## src/common/power_manager_config.svh

```systemverilog
// --------------------
// domain count up to 8, since CTRL and STATUS put the second field at bit 8
// counters are PM_CNT_W bits, so settle and timeout values must fit in them
// --------------------
`ifndef POWER_MANAGER_CONFIG_SVH
`define POWER_MANAGER_CONFIG_SVH

// cpu, peripheral, memory bank 0, memory bank 1
`define PM_NUM_DOMAINS 4

// sequencer step timing
`define PM_SETTLE_CYCLES 4
`define PM_CNT_W 8
`define PM_ACK_TIMEOUT 255

// AXI4-Lite bus widths
`define PM_ADDR_W 8
`define PM_DATA_W 32

// register map
`define PM_REG_CTRL 8'h00
`define PM_REG_STATUS 8'h04
`define PM_REG_PENDING 8'h08
`define PM_REG_IRQ_EN 8'h0C

`endif

```

## src/common/power_manager_pkg.sv

```systemverilog
// --------------------
// types shared by the power manager blocks
// register addresses come from power_manager_config.svh
// --------------------
`include "power_manager_config.svh"

package power_manager_pkg;

  // per-domain sequencer states
  typedef enum logic [3:0] {
    ON      = 4'd0,
    CLK_OFF = 4'd1,
    ISO_ON  = 4'd2,
    RST_ON  = 4'd3,
    SW_OFF  = 4'd4,
    OFF     = 4'd5,
    RET     = 4'd6,
    SW_ON   = 4'd7,
    RST_OFF = 4'd8,
    ISO_OFF = 4'd9,
    CLK_ON  = 4'd10
  } pwr_state_e;

  // mapped register offsets
  typedef enum logic [`PM_ADDR_W-1:0] {
    REG_CTRL    = `PM_REG_CTRL,
    REG_STATUS  = `PM_REG_STATUS,
    REG_PENDING = `PM_REG_PENDING,
    REG_IRQ_EN  = `PM_REG_IRQ_EN
  } reg_addr_e;

  // AXI response codes in use
  typedef enum logic [1:0] {
    OKAY   = 2'b00,
    SLVERR = 2'b10
  } axil_resp_e;

endpackage

```

## src/common/pwr_ctrl_if.sv

```systemverilog
// --------------------
// one instance per power domain
// done is a single-cycle pulse
// --------------------
`timescale 1ns/10ps

interface pwr_ctrl_if;

  // software request, from the register block
  logic off_req;
  logic retain;

  // sequencer state summary
  logic is_off;
  logic busy;
  logic done;

  modport regs (
    output off_req,
    output retain
  );

  modport seq (
    input  off_req,
    input  retain,
    output is_off,
    output busy,
    output done
  );

  modport collect (
    input is_off,
    input busy,
    input done
  );

endinterface

```

## src/hw/domain_sequencer/domain_sequencer.sv

```systemverilog
// --------------------
// switch_ack_ni is taken as synchronous, no synchronizer inside
// a missing acknowledge is skipped after PM_ACK_TIMEOUT cycles
// --------------------
`timescale 1ns/10ps
`include "power_manager_config.svh"

module domain_sequencer
  import power_manager_pkg::*;
(
  input  logic    clk_i,
  input  logic    reset_i,
  pwr_ctrl_if.seq ctrl,
  input  logic    switch_ack_ni,
  output logic    switch_no,
  output logic    iso_no,
  output logic    rst_no,
  output logic    clkgate_en_no,
  output logic    retentive_no
);

  localparam logic [`PM_CNT_W-1:0] SETTLE_LAST = `PM_CNT_W'(`PM_SETTLE_CYCLES - 1);
  localparam logic [`PM_CNT_W-1:0] ACK_LIMIT   = `PM_CNT_W'(`PM_ACK_TIMEOUT);

  pwr_state_e             state_q;
  pwr_state_e             state_d;
  logic [`PM_CNT_W-1:0]   settle_cnt_q;
  logic [`PM_CNT_W-1:0]   ack_cnt_q;
  logic                   settle_done;
  logic                   ack_timeout;
  logic                   retain_q;
  logic                   done_q;

  assign settle_done = (settle_cnt_q == SETTLE_LAST);
  assign ack_timeout = (ack_cnt_q == ACK_LIMIT);

  always_comb begin
    state_d = state_q;
    case (state_q)
      ON:      if (ctrl.off_req) state_d = CLK_OFF;
      CLK_OFF: state_d = ISO_ON;
      ISO_ON:  if (settle_done) state_d = RST_ON;
      RST_ON:  if (settle_done) state_d = retain_q ? RET : SW_OFF;
      SW_OFF:  if (switch_ack_ni || ack_timeout) state_d = OFF;
      OFF:     if (!ctrl.off_req) state_d = SW_ON;
      RET: begin
        if (!ctrl.off_req) begin
          state_d = RST_OFF;
        end else if (!ctrl.retain) begin
          // retention dropped while still off, cut the power
          state_d = SW_OFF;
        end
      end
      SW_ON:   if (!switch_ack_ni || ack_timeout) state_d = RST_OFF;
      RST_OFF: if (settle_done) state_d = ISO_OFF;
      ISO_OFF: if (settle_done) state_d = CLK_ON;
      CLK_ON:  state_d = ON;
      default: state_d = ON;
    endcase
  end

  always_ff @(posedge clk_i) begin
    if (reset_i) begin
      state_q      <= ON;
      settle_cnt_q <= '0;
      ack_cnt_q    <= '0;
      retain_q     <= 1'b0;
      done_q       <= 1'b0;
    end else begin
      state_q <= state_d;
      done_q  <= (state_d != state_q) && (state_d inside {ON, OFF, RET});

      // both counters restart on every state change
      if (state_d != state_q) begin
        settle_cnt_q <= '0;
      end else if (!settle_done) begin
        settle_cnt_q <= settle_cnt_q + 1'b1;
      end

      if (state_d != state_q || !(state_q inside {SW_OFF, SW_ON})) begin
        ack_cnt_q <= '0;
      end else if (!ack_timeout) begin
        ack_cnt_q <= ack_cnt_q + 1'b1;
      end

      // retain choice is frozen when the power-down starts
      if (state_q == ON) retain_q <= ctrl.retain;
    end
  end

  // active-low controls decoded from the state
  assign clkgate_en_no = state_q inside {ON, CLK_ON};
  assign iso_no        = state_q inside {ON, CLK_OFF, ISO_OFF, CLK_ON};
  assign rst_no        = state_q inside {ON, CLK_OFF, ISO_ON, RST_OFF, ISO_OFF, CLK_ON};
  assign switch_no     = !(state_q inside {SW_OFF, OFF});
  assign retentive_no  = (state_q != RET);

  assign ctrl.is_off = (state_q != ON);
  assign ctrl.busy   = !(state_q inside {ON, OFF, RET});
  assign ctrl.done   = done_q;

  // isolation is already up in the cycle before the switch opens
  a_iso_before_switch: assert property (@(posedge clk_i) disable iff (reset_i)
    !switch_no |-> !iso_no && $past(!iso_no));

  // retention only with the switch closed, entered from a powered state
  a_ret_switch_closed: assert property (@(posedge clk_i) disable iff (reset_i)
    !retentive_no |-> switch_no && $past(switch_no));

endmodule

```

## src/hw/pwr_status_collect.sv

```systemverilog
// --------------------
// set wins over clear when done and clear meet in one cycle
// --------------------
`timescale 1ns/10ps
`include "power_manager_config.svh"

module pwr_status_collect (
  input  logic                            clk_i,
  input  logic                            reset_i,
  pwr_ctrl_if.collect                     ctrl [`PM_NUM_DOMAINS],
  input  logic [`PM_NUM_DOMAINS-1:0]      pending_clr_i,
  input  logic [`PM_NUM_DOMAINS-1:0]      irq_en_i,
  output logic [2*`PM_NUM_DOMAINS-1:0]    status_o,
  output logic [`PM_NUM_DOMAINS-1:0]      pending_o,
  output logic                            irq_o
);

  localparam int N = `PM_NUM_DOMAINS;

  logic [N-1:0] is_off;
  logic [N-1:0] busy;
  logic [N-1:0] done;
  logic [N-1:0] pending_q;

  for (genvar g = 0; g < N; g++) begin : g_dom
    assign is_off[g] = ctrl[g].is_off;
    assign busy[g]   = ctrl[g].busy;
    assign done[g]   = ctrl[g].done;

    // pending only rises on the cycle after that domain's done
    a_pending_after_done: assert property (@(posedge clk_i) disable iff (reset_i)
      $rose(pending_q[g]) |-> $past(done[g]));
  end

  always_ff @(posedge clk_i) begin
    if (reset_i) begin
      pending_q <= '0;
    end else begin
      pending_q <= (pending_q & ~pending_clr_i) | done;
    end
  end

  // busy in the upper half, not-fully-on in the lower
  assign status_o  = {busy, is_off};
  assign pending_o = pending_q;
  assign irq_o     = |(pending_q & irq_en_i);

endmodule

```

## src/hw/pwr_axil_regs.sv

```systemverilog
// --------------------
// single outstanding write and read, AW and W must arrive together
// only byte lanes 0 and 1 are written, others are ignored
// --------------------
`timescale 1ns/10ps
`include "power_manager_config.svh"

module pwr_axil_regs
  import power_manager_pkg::*;
(
  input  logic                            clk_i,
  input  logic                            reset_i,
  input  logic [`PM_ADDR_W-1:0]           s_awaddr_i,
  input  logic                            s_awvalid_i,
  output logic                            s_awready_o,
  input  logic [`PM_DATA_W-1:0]           s_wdata_i,
  input  logic [`PM_DATA_W/8-1:0]         s_wstrb_i,
  input  logic                            s_wvalid_i,
  output logic                            s_wready_o,
  output logic [1:0]                      s_bresp_o,
  output logic                            s_bvalid_o,
  input  logic                            s_bready_i,
  input  logic [`PM_ADDR_W-1:0]           s_araddr_i,
  input  logic                            s_arvalid_i,
  output logic                            s_arready_o,
  output logic [`PM_DATA_W-1:0]           s_rdata_o,
  output logic [1:0]                      s_rresp_o,
  output logic                            s_rvalid_o,
  input  logic                            s_rready_i,
  pwr_ctrl_if.regs                        ctrl [`PM_NUM_DOMAINS],
  input  logic [2*`PM_NUM_DOMAINS-1:0]    status_i,
  input  logic [`PM_NUM_DOMAINS-1:0]      pending_i,
  output logic [`PM_NUM_DOMAINS-1:0]      pending_clr_o,
  output logic [`PM_NUM_DOMAINS-1:0]      irq_en_o
);

  localparam int N = `PM_NUM_DOMAINS;

  logic [N-1:0]            off_q;
  logic [N-1:0]            retain_q;
  logic [N-1:0]            irq_en_q;
  logic                    bvalid_q;
  axil_resp_e              bresp_q;
  logic                    rvalid_q;
  axil_resp_e              rresp_q;
  logic [`PM_DATA_W-1:0]   rdata_q;
  logic                    wr_fire;
  logic                    rd_fire;
  reg_addr_e               wr_addr;
  reg_addr_e               rd_addr;
  axil_resp_e              wr_resp;
  axil_resp_e              rd_resp;
  logic [`PM_DATA_W-1:0]   rd_data;

  // write takes AW and W in the same cycle, held off while B is pending
  assign wr_fire     = s_awvalid_i && s_wvalid_i && !bvalid_q;
  assign s_awready_o = wr_fire;
  assign s_wready_o  = wr_fire;
  assign wr_addr     = reg_addr_e'(s_awaddr_i);

  assign rd_fire     = s_arvalid_i && !rvalid_q;
  assign s_arready_o = !rvalid_q;
  assign rd_addr     = reg_addr_e'(s_araddr_i);

  // STATUS is read-only and answers like an unmapped offset
  always_comb begin
    case (wr_addr)
      REG_CTRL, REG_PENDING, REG_IRQ_EN: wr_resp = OKAY;
      default:                           wr_resp = SLVERR;
    endcase
  end

  always_ff @(posedge clk_i) begin
    if (reset_i) begin
      off_q    <= '0;
      retain_q <= '0;
      irq_en_q <= '0;
    end else if (wr_fire) begin
      if (wr_addr == REG_CTRL) begin
        if (s_wstrb_i[0]) off_q <= s_wdata_i[N-1:0];
        if (s_wstrb_i[1]) retain_q <= s_wdata_i[8 +: N];
      end
      if (wr_addr == REG_IRQ_EN && s_wstrb_i[0]) begin
        irq_en_q <= s_wdata_i[N-1:0];
      end
    end
  end

  // write-1-to-clear, lasts only the accept cycle
  assign pending_clr_o = (wr_fire && wr_addr == REG_PENDING && s_wstrb_i[0]) ?
                         s_wdata_i[N-1:0] : '0;

  always_ff @(posedge clk_i) begin
    if (reset_i) begin
      bvalid_q <= 1'b0;
    end else if (wr_fire) begin
      bvalid_q <= 1'b1;
    end else if (s_bready_i) begin
      bvalid_q <= 1'b0;
    end
  end

  always_ff @(posedge clk_i) begin
    if (wr_fire) bresp_q <= wr_resp;
  end

  // read mux
  always_comb begin
    rd_data = '0;
    rd_resp = OKAY;
    case (rd_addr)
      REG_CTRL: begin
        rd_data[N-1:0]  = off_q;
        rd_data[8 +: N] = retain_q;
      end
      REG_STATUS: begin
        rd_data[N-1:0]  = status_i[N-1:0];
        rd_data[8 +: N] = status_i[N +: N];
      end
      REG_PENDING: rd_data[N-1:0] = pending_i;
      REG_IRQ_EN:  rd_data[N-1:0] = irq_en_q;
      default:     rd_resp = SLVERR;
    endcase
  end

  always_ff @(posedge clk_i) begin
    if (reset_i) begin
      rvalid_q <= 1'b0;
    end else if (rd_fire) begin
      rvalid_q <= 1'b1;
    end else if (s_rready_i) begin
      rvalid_q <= 1'b0;
    end
  end

  always_ff @(posedge clk_i) begin
    if (rd_fire) begin
      rdata_q <= rd_data;
      rresp_q <= rd_resp;
    end
  end

  assign s_bvalid_o = bvalid_q;
  assign s_bresp_o  = bresp_q;
  assign s_rvalid_o = rvalid_q;
  assign s_rresp_o  = rresp_q;
  assign s_rdata_o  = rdata_q;
  assign irq_en_o   = irq_en_q;

  // fan CTRL out to the domains
  for (genvar g = 0; g < N; g++) begin : g_ctrl
    assign ctrl[g].off_req = off_q[g];
    assign ctrl[g].retain  = retain_q[g];
  end

  // responses hold with stable payload until accepted
  a_bvalid_hold: assert property (@(posedge clk_i) disable iff (reset_i)
    s_bvalid_o && !s_bready_i |=> s_bvalid_o && $stable(s_bresp_o));

  a_rvalid_hold: assert property (@(posedge clk_i) disable iff (reset_i)
    s_rvalid_o && !s_rready_i |=> s_rvalid_o && $stable(s_rdata_o) && $stable(s_rresp_o));

endmodule

```

## src/hw/power_manager_top.sv

```systemverilog
// --------------------
// switch_ack_ni must be synchronous to clk_i
// all domains are sequenced alike, any one may retain
// --------------------
`timescale 1ns/10ps
`include "power_manager_config.svh"

module power_manager_top (
  input  logic                            clk_i,
  input  logic                            reset_i,
  // AXI4-Lite slave
  input  logic [`PM_ADDR_W-1:0]           s_awaddr_i,
  input  logic                            s_awvalid_i,
  output logic                            s_awready_o,
  input  logic [`PM_DATA_W-1:0]           s_wdata_i,
  input  logic [`PM_DATA_W/8-1:0]         s_wstrb_i,
  input  logic                            s_wvalid_i,
  output logic                            s_wready_o,
  output logic [1:0]                      s_bresp_o,
  output logic                            s_bvalid_o,
  input  logic                            s_bready_i,
  input  logic [`PM_ADDR_W-1:0]           s_araddr_i,
  input  logic                            s_arvalid_i,
  output logic                            s_arready_o,
  output logic [`PM_DATA_W-1:0]           s_rdata_o,
  output logic [1:0]                      s_rresp_o,
  output logic                            s_rvalid_o,
  input  logic                            s_rready_i,
  // domain power controls, all active low
  input  logic [`PM_NUM_DOMAINS-1:0]      switch_ack_ni,
  output logic [`PM_NUM_DOMAINS-1:0]      switch_no,
  output logic [`PM_NUM_DOMAINS-1:0]      iso_no,
  output logic [`PM_NUM_DOMAINS-1:0]      rst_no,
  output logic [`PM_NUM_DOMAINS-1:0]      clkgate_en_no,
  output logic [`PM_NUM_DOMAINS-1:0]      retentive_no,
  output logic                            irq_o
);

  pwr_ctrl_if ctrl_if [`PM_NUM_DOMAINS] ();

  logic [2*`PM_NUM_DOMAINS-1:0] status;
  logic [`PM_NUM_DOMAINS-1:0]   pending;
  logic [`PM_NUM_DOMAINS-1:0]   pending_clr;
  logic [`PM_NUM_DOMAINS-1:0]   irq_en;

  pwr_axil_regs pwr_axil_regs_i (
    .clk_i,
    .reset_i,
    .s_awaddr_i,
    .s_awvalid_i,
    .s_awready_o,
    .s_wdata_i,
    .s_wstrb_i,
    .s_wvalid_i,
    .s_wready_o,
    .s_bresp_o,
    .s_bvalid_o,
    .s_bready_i,
    .s_araddr_i,
    .s_arvalid_i,
    .s_arready_o,
    .s_rdata_o,
    .s_rresp_o,
    .s_rvalid_o,
    .s_rready_i,
    .ctrl          (ctrl_if),
    .status_i      (status),
    .pending_i     (pending),
    .pending_clr_o (pending_clr),
    .irq_en_o      (irq_en)
  );

  for (genvar g = 0; g < `PM_NUM_DOMAINS; g++) begin : g_domain
    domain_sequencer domain_sequencer_i (
      .clk_i,
      .reset_i,
      .ctrl          (ctrl_if[g]),
      .switch_ack_ni (switch_ack_ni[g]),
      .switch_no     (switch_no[g]),
      .iso_no        (iso_no[g]),
      .rst_no        (rst_no[g]),
      .clkgate_en_no (clkgate_en_no[g]),
      .retentive_no  (retentive_no[g])
    );
  end

  pwr_status_collect pwr_status_collect_i (
    .clk_i,
    .reset_i,
    .ctrl          (ctrl_if),
    .pending_clr_i (pending_clr),
    .irq_en_i      (irq_en),
    .status_o      (status),
    .pending_o     (pending),
    .irq_o
  );

endmodule

```

## config.mk

```make
export PLATFORM = sky130hd
export DESIGN_NAME = power_manager_top
export DESIGN_NICKNAME = d
export VERILOG_FILES = /design/src/common/power_manager_pkg.sv /design/src/common/pwr_ctrl_if.sv /design/src/hw/domain_sequencer/domain_sequencer.sv /design/src/hw/pwr_status_collect.sv /design/src/hw/pwr_axil_regs.sv /design/src/hw/power_manager_top.sv
export VERILOG_INCLUDE_DIRS = /design/src /design/src/common
export SDC_FILE = /design/constraint.sdc
export NUM_CORES = 1
export LEC_CHECK = 0
export BUFFER_PORTS_ARGS = -buffer_cell sky130_fd_sc_hd__buf_2
export CAP_MARGIN = 10
export CORE_UTILIZATION = 40
export DETAILED_ROUTE_END_ITERATION = 8
export SYNTH_ARGS = -nofsm -noshare
export SYNTH_HDL_FRONTEND = slang
export SYNTH_HIERARCHICAL = 1
export SYNTH_SLANG_ARGS = --single-unit
```

## constraint.sdc

```tcl
create_clock -name clk_i -period 5.6 [get_ports clk_i]
set_clock_uncertainty 0.05 [all_clocks]
set_input_delay 0.28 -clock clk_i [delete_from_list [all_inputs] [get_ports clk_i]]
set_output_delay 0.28 -clock clk_i [all_outputs]
set_load 0.01 [all_outputs]
```

==> summary.md, run 1 <==
| Metric | Value |
|---|---|
| Placer's final routability congestion estimate | `0.808` |
| # rows | `between 40 and 50` |
| Die Y | `about 140 microns` |
| Netlist Area Pre-Place | `between 0.007 and 0.008 sq mm` |
| P_int | `1.57 mW` |
| PortBufs | `slightly above 70` |
| CP endpoint kind | `register` |
| Total track usage | `17.3%` |
| Worst-case clock buffer depth | `2` |
| Synth area leader | `dfxtp_1` |
| Number of I/O pins | `between 100 and 150` |
| CTS tree | `yes` |
| Worst-path fanout max | `17` |
| CP dominant cell by count | `or4b_4` |
| Clk sinks | `116` |
| Share of cells above drive strength 1 | `18.6%` |
| Share of the synthesized area in the top cell type | `between 20% and 30%` |
| Layout overhead on the synthesized area | `10.2%` |
| DR pass1 iterations | `7` |
| Antenna violations before repair | `1` |
| CP peak stage delay | `a little over 0.7 ns` |
| R2R cell count | `8` |
| H-tree Lvls | `4` |
| Failing checks | `design-rule violations` |
| Drt drc | `4` |
| Worst Tran Pin Value | `approximately 0.89 ns` |
| Cells along the critical path | `ha_1, or4b_4, or4b_4, nand2_1, o21ai_1, a21boi_1, or3_1, nor4_2` |
| Hold Fails Final Rpt | `0` |
| Minimum clock period | `3.13 ns` |
| Final WL | `roughly 15 mm` |
| Post-synth EDFFs | `10` |
| Setup violations, final | `0` |
| Vias | `~5900` |
| Nets | `935` |
| Sequential area share after synthesis | `between 30% and 40%` |
| Combinational share of power | `~7.0%` |
| Maximum vdd drop | `0.205 mV` |
| Clock power frac | `around 50%` |
| Total CTS buffers | `17` |
| FFs w/ async S/R, synth | `0%` |
| Dpl hpwl | `about 11 mm` |
| # hold bufs at CTS | `1` |
| Worst r2r dst | `g_domain[3].domain_sequencer_i/ack_cnt_q[6]` |
| Number of global-route vias before repair | `between 5000 and 6000` |
| Fmax | `320 MHz` |
| ANT nets after route | `0` |
| Largest net degree at the start of global routing | `63` |
| Die area | `0.0188 sq mm` |
| Status | `finished with violations` |
| Cell with the most instances after synthesis | `dfxtp_1` |
| Core Region | `about 0.018 sq mm` |
| MaxCap Viol Count | `0` |
| Non-filler cells, final | `1106` |
| Synth Instances | `about 830` |
| Fin Setup TNS | `0 ns` |
| Unique cell type count in the Yosys netlist | `90` |
| Global route overflow | `0` |
| Leak pwr | `3.11 nW` |
| Clk Latency, worst-skew pair | `around 0.42 ns` |
| Min-Delay Path Class | `in2reg` |
| Cell count after placement | `about 1100` |
| Synth Area per Inst | `approximately 9 sq um` |
| Worst path arrival time | `approximately 3.4 ns` |
| Post_cts resized | `0` |
| Crit path launch type | `register` |
| Worst-path clk slew | `~0.05 ns` |
| Pwr Density | `253 mW/mm^2` |
| 1st-iter DRT viols | `roughly 400` |
| Synth warn | `6` |
| RSZ-0062 raised after global routing | `no` |
| Synth top area cells | `dfxtp_1, edfxtp_1, mux2i_1` |
| Initial Util | `approximately 40%` |
| Root Buffer | `clkbuf_16` |
| Period utilization | `between 50% and 60%` |
| Per-cell routed wire length | `14.0 microns` |
| Slew HR | `40.9%` |
| Psw | `roughly 0.46 mW` |
| Crit-path slowest cell | `or3_1` |
| R2R Setup Slk | `between 2 and 2.5 ns` |
| Slew Limit Fails | `0` |
| WS Path Type | `reg2reg` |
| Crit path from | `g_domain[3].domain_sequencer_i/settle_cnt_q[0]` |
| Die width | `about 140 microns` |
| R2r startpoint | `g_domain[3].domain_sequencer_i/settle_cnt_q[0]` |
| Switching share of total power | `between 20% and 30%` |
| Worst Setup EP | `g_domain[3].domain_sequencer_i/ack_cnt_q[6]` |
| Vias per inst | `approximately 5.3` |
| Share of power burned in registers | `a little over two fifths` |
| Critical Path RT | `about 5.9 ns` |
| Postcts setup bufs | `0` |
| Most used flip-flop cell after synthesis | `dfxtp_1` |
| Yosys reg bits | `116` |
| First-pass GRT wire length | `25.5 mm` |
| Most instantiated cells after synthesis | `dfxtp_1, nor2_1, nand2b_1` |
metal layers:
metal / up-vias / GRT usage [%] / share of wire, %
li1: 3003 / - / -
met1: 2734 / 23.4 / 50
met2: 130 / 26.7 / 44
met3: 18 / 3.78 / 4.3
met4: 2 / 6.78 / 1.4
met5: - / 0 / 0.084
worst min path at each step:
stage                                             start                                 to  slack (ns)  cells after the start
2_1_floorplan                                   reset_i  pwr_status_collect_i/pending_o[0]        0.30                      1
3_3_place_gp   g_domain[3].domain_sequencer_i/ctrl.done  pwr_status_collect_i/pending_o[3]        0.37                      2
3_5_place_dp   g_domain[3].domain_sequencer_i/ctrl.done  pwr_status_collect_i/pending_o[3]        0.37                      2
4_1_cts                                      s_bready_i         pwr_axil_regs_i/s_bvalid_o        0.06                      3
5_1_grt                                    s_wdata_i[8]        pwr_axil_regs_i/retain_q[0]        0.09                      3
6_report                                     s_bready_i         pwr_axil_regs_i/s_bvalid_o        0.08                      3
registers in the layout, summed over array words and instances (netlist names):
register                                  flops
g_domain.domain_sequencer_i/settle_cnt_q     32
g_domain.domain_sequencer_i/retain_q          4
pwr_axil_regs_i/s_rresp_o                     1
g_domain.domain_sequencer_i/ack_cnt_q        32
pwr_axil_regs_i/s_rdata_o                     8
g_domain.domain_sequencer_i/ctrl.done         4
pwr_axil_regs_i/s_bresp_o                     1
pwr_axil_regs_i/irq_en_o                      4
pwr_status_collect_i/pending_o                4
g_domain.domain_sequencer_i/state_q          16
pwr_axil_regs_i/off_q                         4
pwr_axil_regs_i/s_rvalid_o                    1
pwr_axil_regs_i/s_bvalid_o                    1
pwr_axil_regs_i/retain_q                      4
cell usage in the layout, fill, tap and decap left out, types with 6 or more instances in the layout:
| cell | count |
|---|---|
| xor2_1 | 33 |
| or3_1 | 11 |
| or2_2 | 9 |
| nor3_2 | 15 |
| a31oi_1 | 8 |
| a21oi_1 | 37 |
| nand4_1 | 6 |
| nor3_1 | 33 |
| nand2b_1 | 45 |
| mux2i_1 | 29 |
| nand2_1 | 42 |
| xnor2_1 | 29 |
| nor2_1 | 63 |
| and3_1 | 20 |
| buf_2 | 72 |
| conb_1 | 26 |
| dfxtp_1 | 106 |
| o21ai_0 | 14 |
| nand3_1 | 29 |
| nor2b_1 | 13 |
| inv_1 | 26 |
| ha_1 | 8 |
| o22ai_1 | 6 |
| clkbuf_16 | 17 |
| nor4_1 | 28 |
| edfxtp_1 | 10 |
| a21boi_0 | 7 |
critical path: cells and delay by family, from the launching register on:
family / cells / cell delay, ns
AO/OA/AOI/OAI: 2 / 0.20
flip-flops: 1 / 0.37
adder cells (fa/ha/maj): 1 / 0.22
AND/OR/NAND/NOR: 5 / 2.18
area by class of cell:
type                       instances  area [sq um]
antenna                            1          2.50
clock buffer                      26           499
clock inverter                     5          50.0
fill                            1756          9860
inverter                          26          97.6
multi-input combinational        628          4300
sequential                       116          2420
tap                              229           287
timing repair buffer              75           385
metrics by stage:
stage / cell area, sq um / util [%] / power, mW / hold WS (ns) / setup slack [ns]
2_1_floorplan: 7390 / - / 1.01 / 0.299 / 2.87
3_3_place_gp: 7480 / 41.8 / 1.03 / 0.367 / 2.48
3_5_place_dp: 7480 / 41.8 / 1.04 / 0.372 / 2.46
4_1_cts: 8040 / 44.9 / 2.07 / 0.0598 / 2.45
5_1_grt: 8040 / 44.9 / 2.12 / 0.0916 / 2.27
6_report: 8040 / 44.9 / 2.03 / 0.0789 / 2.47
power by group through the flow:
stage | clock network [mW] | logic, mW | registers, mW
after floorplan | 0 | 0.114 | 0.894
after global placement | 0 | 0.140 | 0.895
after detailed placement | 0 | 0.143 | 0.896
after CTS | 1.04 | 0.145 | 0.878
after global routing | 1.07 | 0.162 | 0.881
final | 1.01 | 0.142 | 0.878
kinds of logic after synthesis:
logic type	count (synthesis)	share of synthesized area, %
other cells	1	0.0514
fa+ha+maj	8	1.37
buf+inv	106	9.21
flops	116	33.2
simple gates	366	29.7
mux	33	5.21
xor+xnor	62	7.44
compound gates	133	13.8
Power figures use the tool's default switching activity.
==> run 2: changes to the inputs <==
==> constraint.sdc (replaced) <==
create_clock -name clk_i -period 3.25 [get_ports clk_i]
set_clock_uncertainty 0.05 [all_clocks]
set_input_delay 0.1625 -clock clk_i [delete_from_list [all_inputs] [get_ports clk_i]]
set_output_delay 0.1625 -clock clk_i [all_outputs]
set_load 0.01 [all_outputs]
==> summary.md, run 2 (synthesis gave the netlist of run 1 again) <==
| Metric | Value |
|---|---|
| Status | `complete, no violations` |
| Period utilization | `88.5% (+33 points)` |
| # hold bufs at CTS | `8 (+7)` |
| Final Power | `3.41 mW (+68%)` |
| DR pass1 iterations | `5 (-2)` |
| WS Path Type | `reg2reg` |
| Maximum vdd drop | `0.227 mV (+11%)` |
| Pre-CTS setup slack | `0.382 ns (-2.08 ns)` |
| RSZ-0062 raised after global routing | `no` |
| Leak pwr | `3.15 nW (+1.5%)` |
| Slew HR | `47.0% (+6.2 points)` |
| Largest net degree at the start of global routing | `41 (-35%)` |
| Setup violations, final | `0 (unchanged)` |
| Total CTS buffers | `17 (unchanged)` |
| Placed inst area | `0.00753 sq mm (+0.70%)` |
| Pwr Density | `420 mW/mm^2 (+66%)` |
| Clk Latency, worst-skew pair | `0.41 ns (about the same)` |
| Number of global-route vias before repair | `5337 (+2.1%)` |
| Worst Tran Pin Value | `0.795 ns (-0.0925 ns)` |
| Root Buffer | `clkbuf_16` |
| Share of cells above drive strength 1 | `18.4% (-0.22 points)` |
| Final WL | `15.5 mm (+0.59%)` |
| Total track usage | `17.4% (+0.091 points)` |
| PortBufs | `72 (unchanged)` |
| Fin util | `45.4% (+0.51 points)` |
| Number of I/O pins | `125 (unchanged)` |
| Non-filler cells, final | `1121 (+1.4%)` |
| Setup slack after layout | `0.372 ns (-2.10 ns)` |
| H-tree Lvls | `4 (unchanged)` |
| Hold Fails Final Rpt | `0 (unchanged)` |
| Hold_ws | `0.0294 ns (-0.0495 ns)` |
| Per-cell routed wire length | `13.9 microns (-0.76%)` |
| First-pass GRT wire length | `25.8 mm (+0.94%)` |
| Worst-case clock buffer depth | `2 (unchanged)` |
| Clk sinks | `116 (unchanged)` |
| Layout overhead on the synthesized area | `11.4%` |
| Drt drc | `0 (-4)` |
| 1st-iter DRT viols | `326 (-21%)` |
| Min-Delay Path Class | `in2reg` |
| Dpl hpwl | `10.9 mm (-0.22%)` |
| Fin Setup TNS | `0 ns (unchanged)` |
| Core Region | `0.0179 sq mm (unchanged)` |
| Postcts setup bufs | `0 (unchanged)` |
| Cell count after placement | `1080 (+0.65%)` |
| Design area | `0.00813 sq mm (+1.1%)` |
| Antenna Cells | `0 (-1)` |
| Commonest cells after routing, fill and taps aside | `dfxtp_1, buf_2, nor2_1` |
| Worst path arrival time | `3.16 ns (-0.24 ns)` |
| Initial Util | `40.8% (unchanged)` |
| CTS tree | `yes` |
| # rows | `49 (unchanged)` |
| Largest registers | `g_domain.domain_sequencer_i/ack_cnt_q: 32 flops, g_domain.domain_sequencer_i/settle_cnt_q: 32 flops, g_domain.domain_sequencer_i/state_q: 16 flops` |
| Die width | `137 microns (unchanged)` |
| Worst-path clk slew | `0.05 ns (about the same)` |
| MaxCap Viol Count | `0 (unchanged)` |
| Nets | `950 (+1.6%)` |
| Fmax | `347 MHz (+8.6%)` |
| R2R Setup Slk | `0.37 ns (-2.10 ns)` |
| Slew Limit Fails | `0 (unchanged)` |
| ANT nets after route | `0 (unchanged)` |
| Crit path launch type | `register` |
| Worst-path fanout max | `17 (unchanged)` |
| Most common cell after layout, fill and taps aside | `dfxtp_1` |
| Die Y | `137 microns (unchanged)` |
| Antenna violations before repair | `0 (-1)` |
| Global route overflow | `0 (unchanged)` |
| Minimum clock period | `2.88 ns (-0.249 ns)` |
| Placer's final routability congestion estimate | `0.802 (-0.84%)` |
| Die area | `0.0188 sq mm (unchanged)` |
| CP endpoint kind | `register` |
| Critical Path RT | `3.53 ns (-2.35 ns)` |
| Vias | `5889 (+0.034%)` |
| Vias per inst | `5.25 (-1.3%)` |
| Post_cts resized | `0 (unchanged)` |
## run 2: changes by cell type in the layout (fill, tap and decap cells not counted)
cell,before,now
clkinv_1,0,7
dlygate4sd3_1,1,9
diode_2,1,0
buf_4,2,9
clkbuf_8,4,0
clkinv_2,4,2
## run 2: path summary, 6_finish.rpt
kind	end	depth (start not counted)	from
max	g_domain[3].domain_sequencer_i/ack_cnt_q[6]	9	g_domain[3].domain_sequencer_i/settle_cnt_q[0]
min	pwr_axil_regs_i/irq_en_o[2]	3	s_wdata_i[2]
max reg2reg	g_domain[3].domain_sequencer_i/ack_cnt_q[6]	9	g_domain[3].domain_sequencer_i/settle_cnt_q[0]
min reg2reg	pwr_status_collect_i/pending_o[1]	2	g_domain[1].domain_sequencer_i/ctrl.done
## run 2: area by class of cell
type	count	area, sq um
multi-input combinational	628	4300
tap	229	287
inverter	26	97.6
clock buffer	22	444
fill	1783	9770
clock inverter	10	66.3
sequential	116	2420
timing repair buffer	90	518
## run 2: per-layer routing
layer,track usage [%],share of wire (%),up-vias
met2,26.0,44,138
li1,-,-,3012
met1,24.0,50,2724
met4,7.57,1.3,0
met5,0,0,-
met3,3.67,4.4,15
## run 2: worst max-delay path, cell delays in order, from the launching register on
cell      delay [ns]
dfxtp_1         0.37
ha_1            0.21
or4b_4          0.51
or4b_4          0.54
nand2_1         0.08
o21ai_1         0.06
a21boi_1        0.13
or3_1           0.34
buf_4           0.22
nor4_2          0.27
## run 2: power breakdown
group,internal [mW],total [mW],switching (mW)
Sequential,1.48,1.51,0.0313
Combinational,0.113,0.257,0.145
Clock,1.03,1.64,0.618
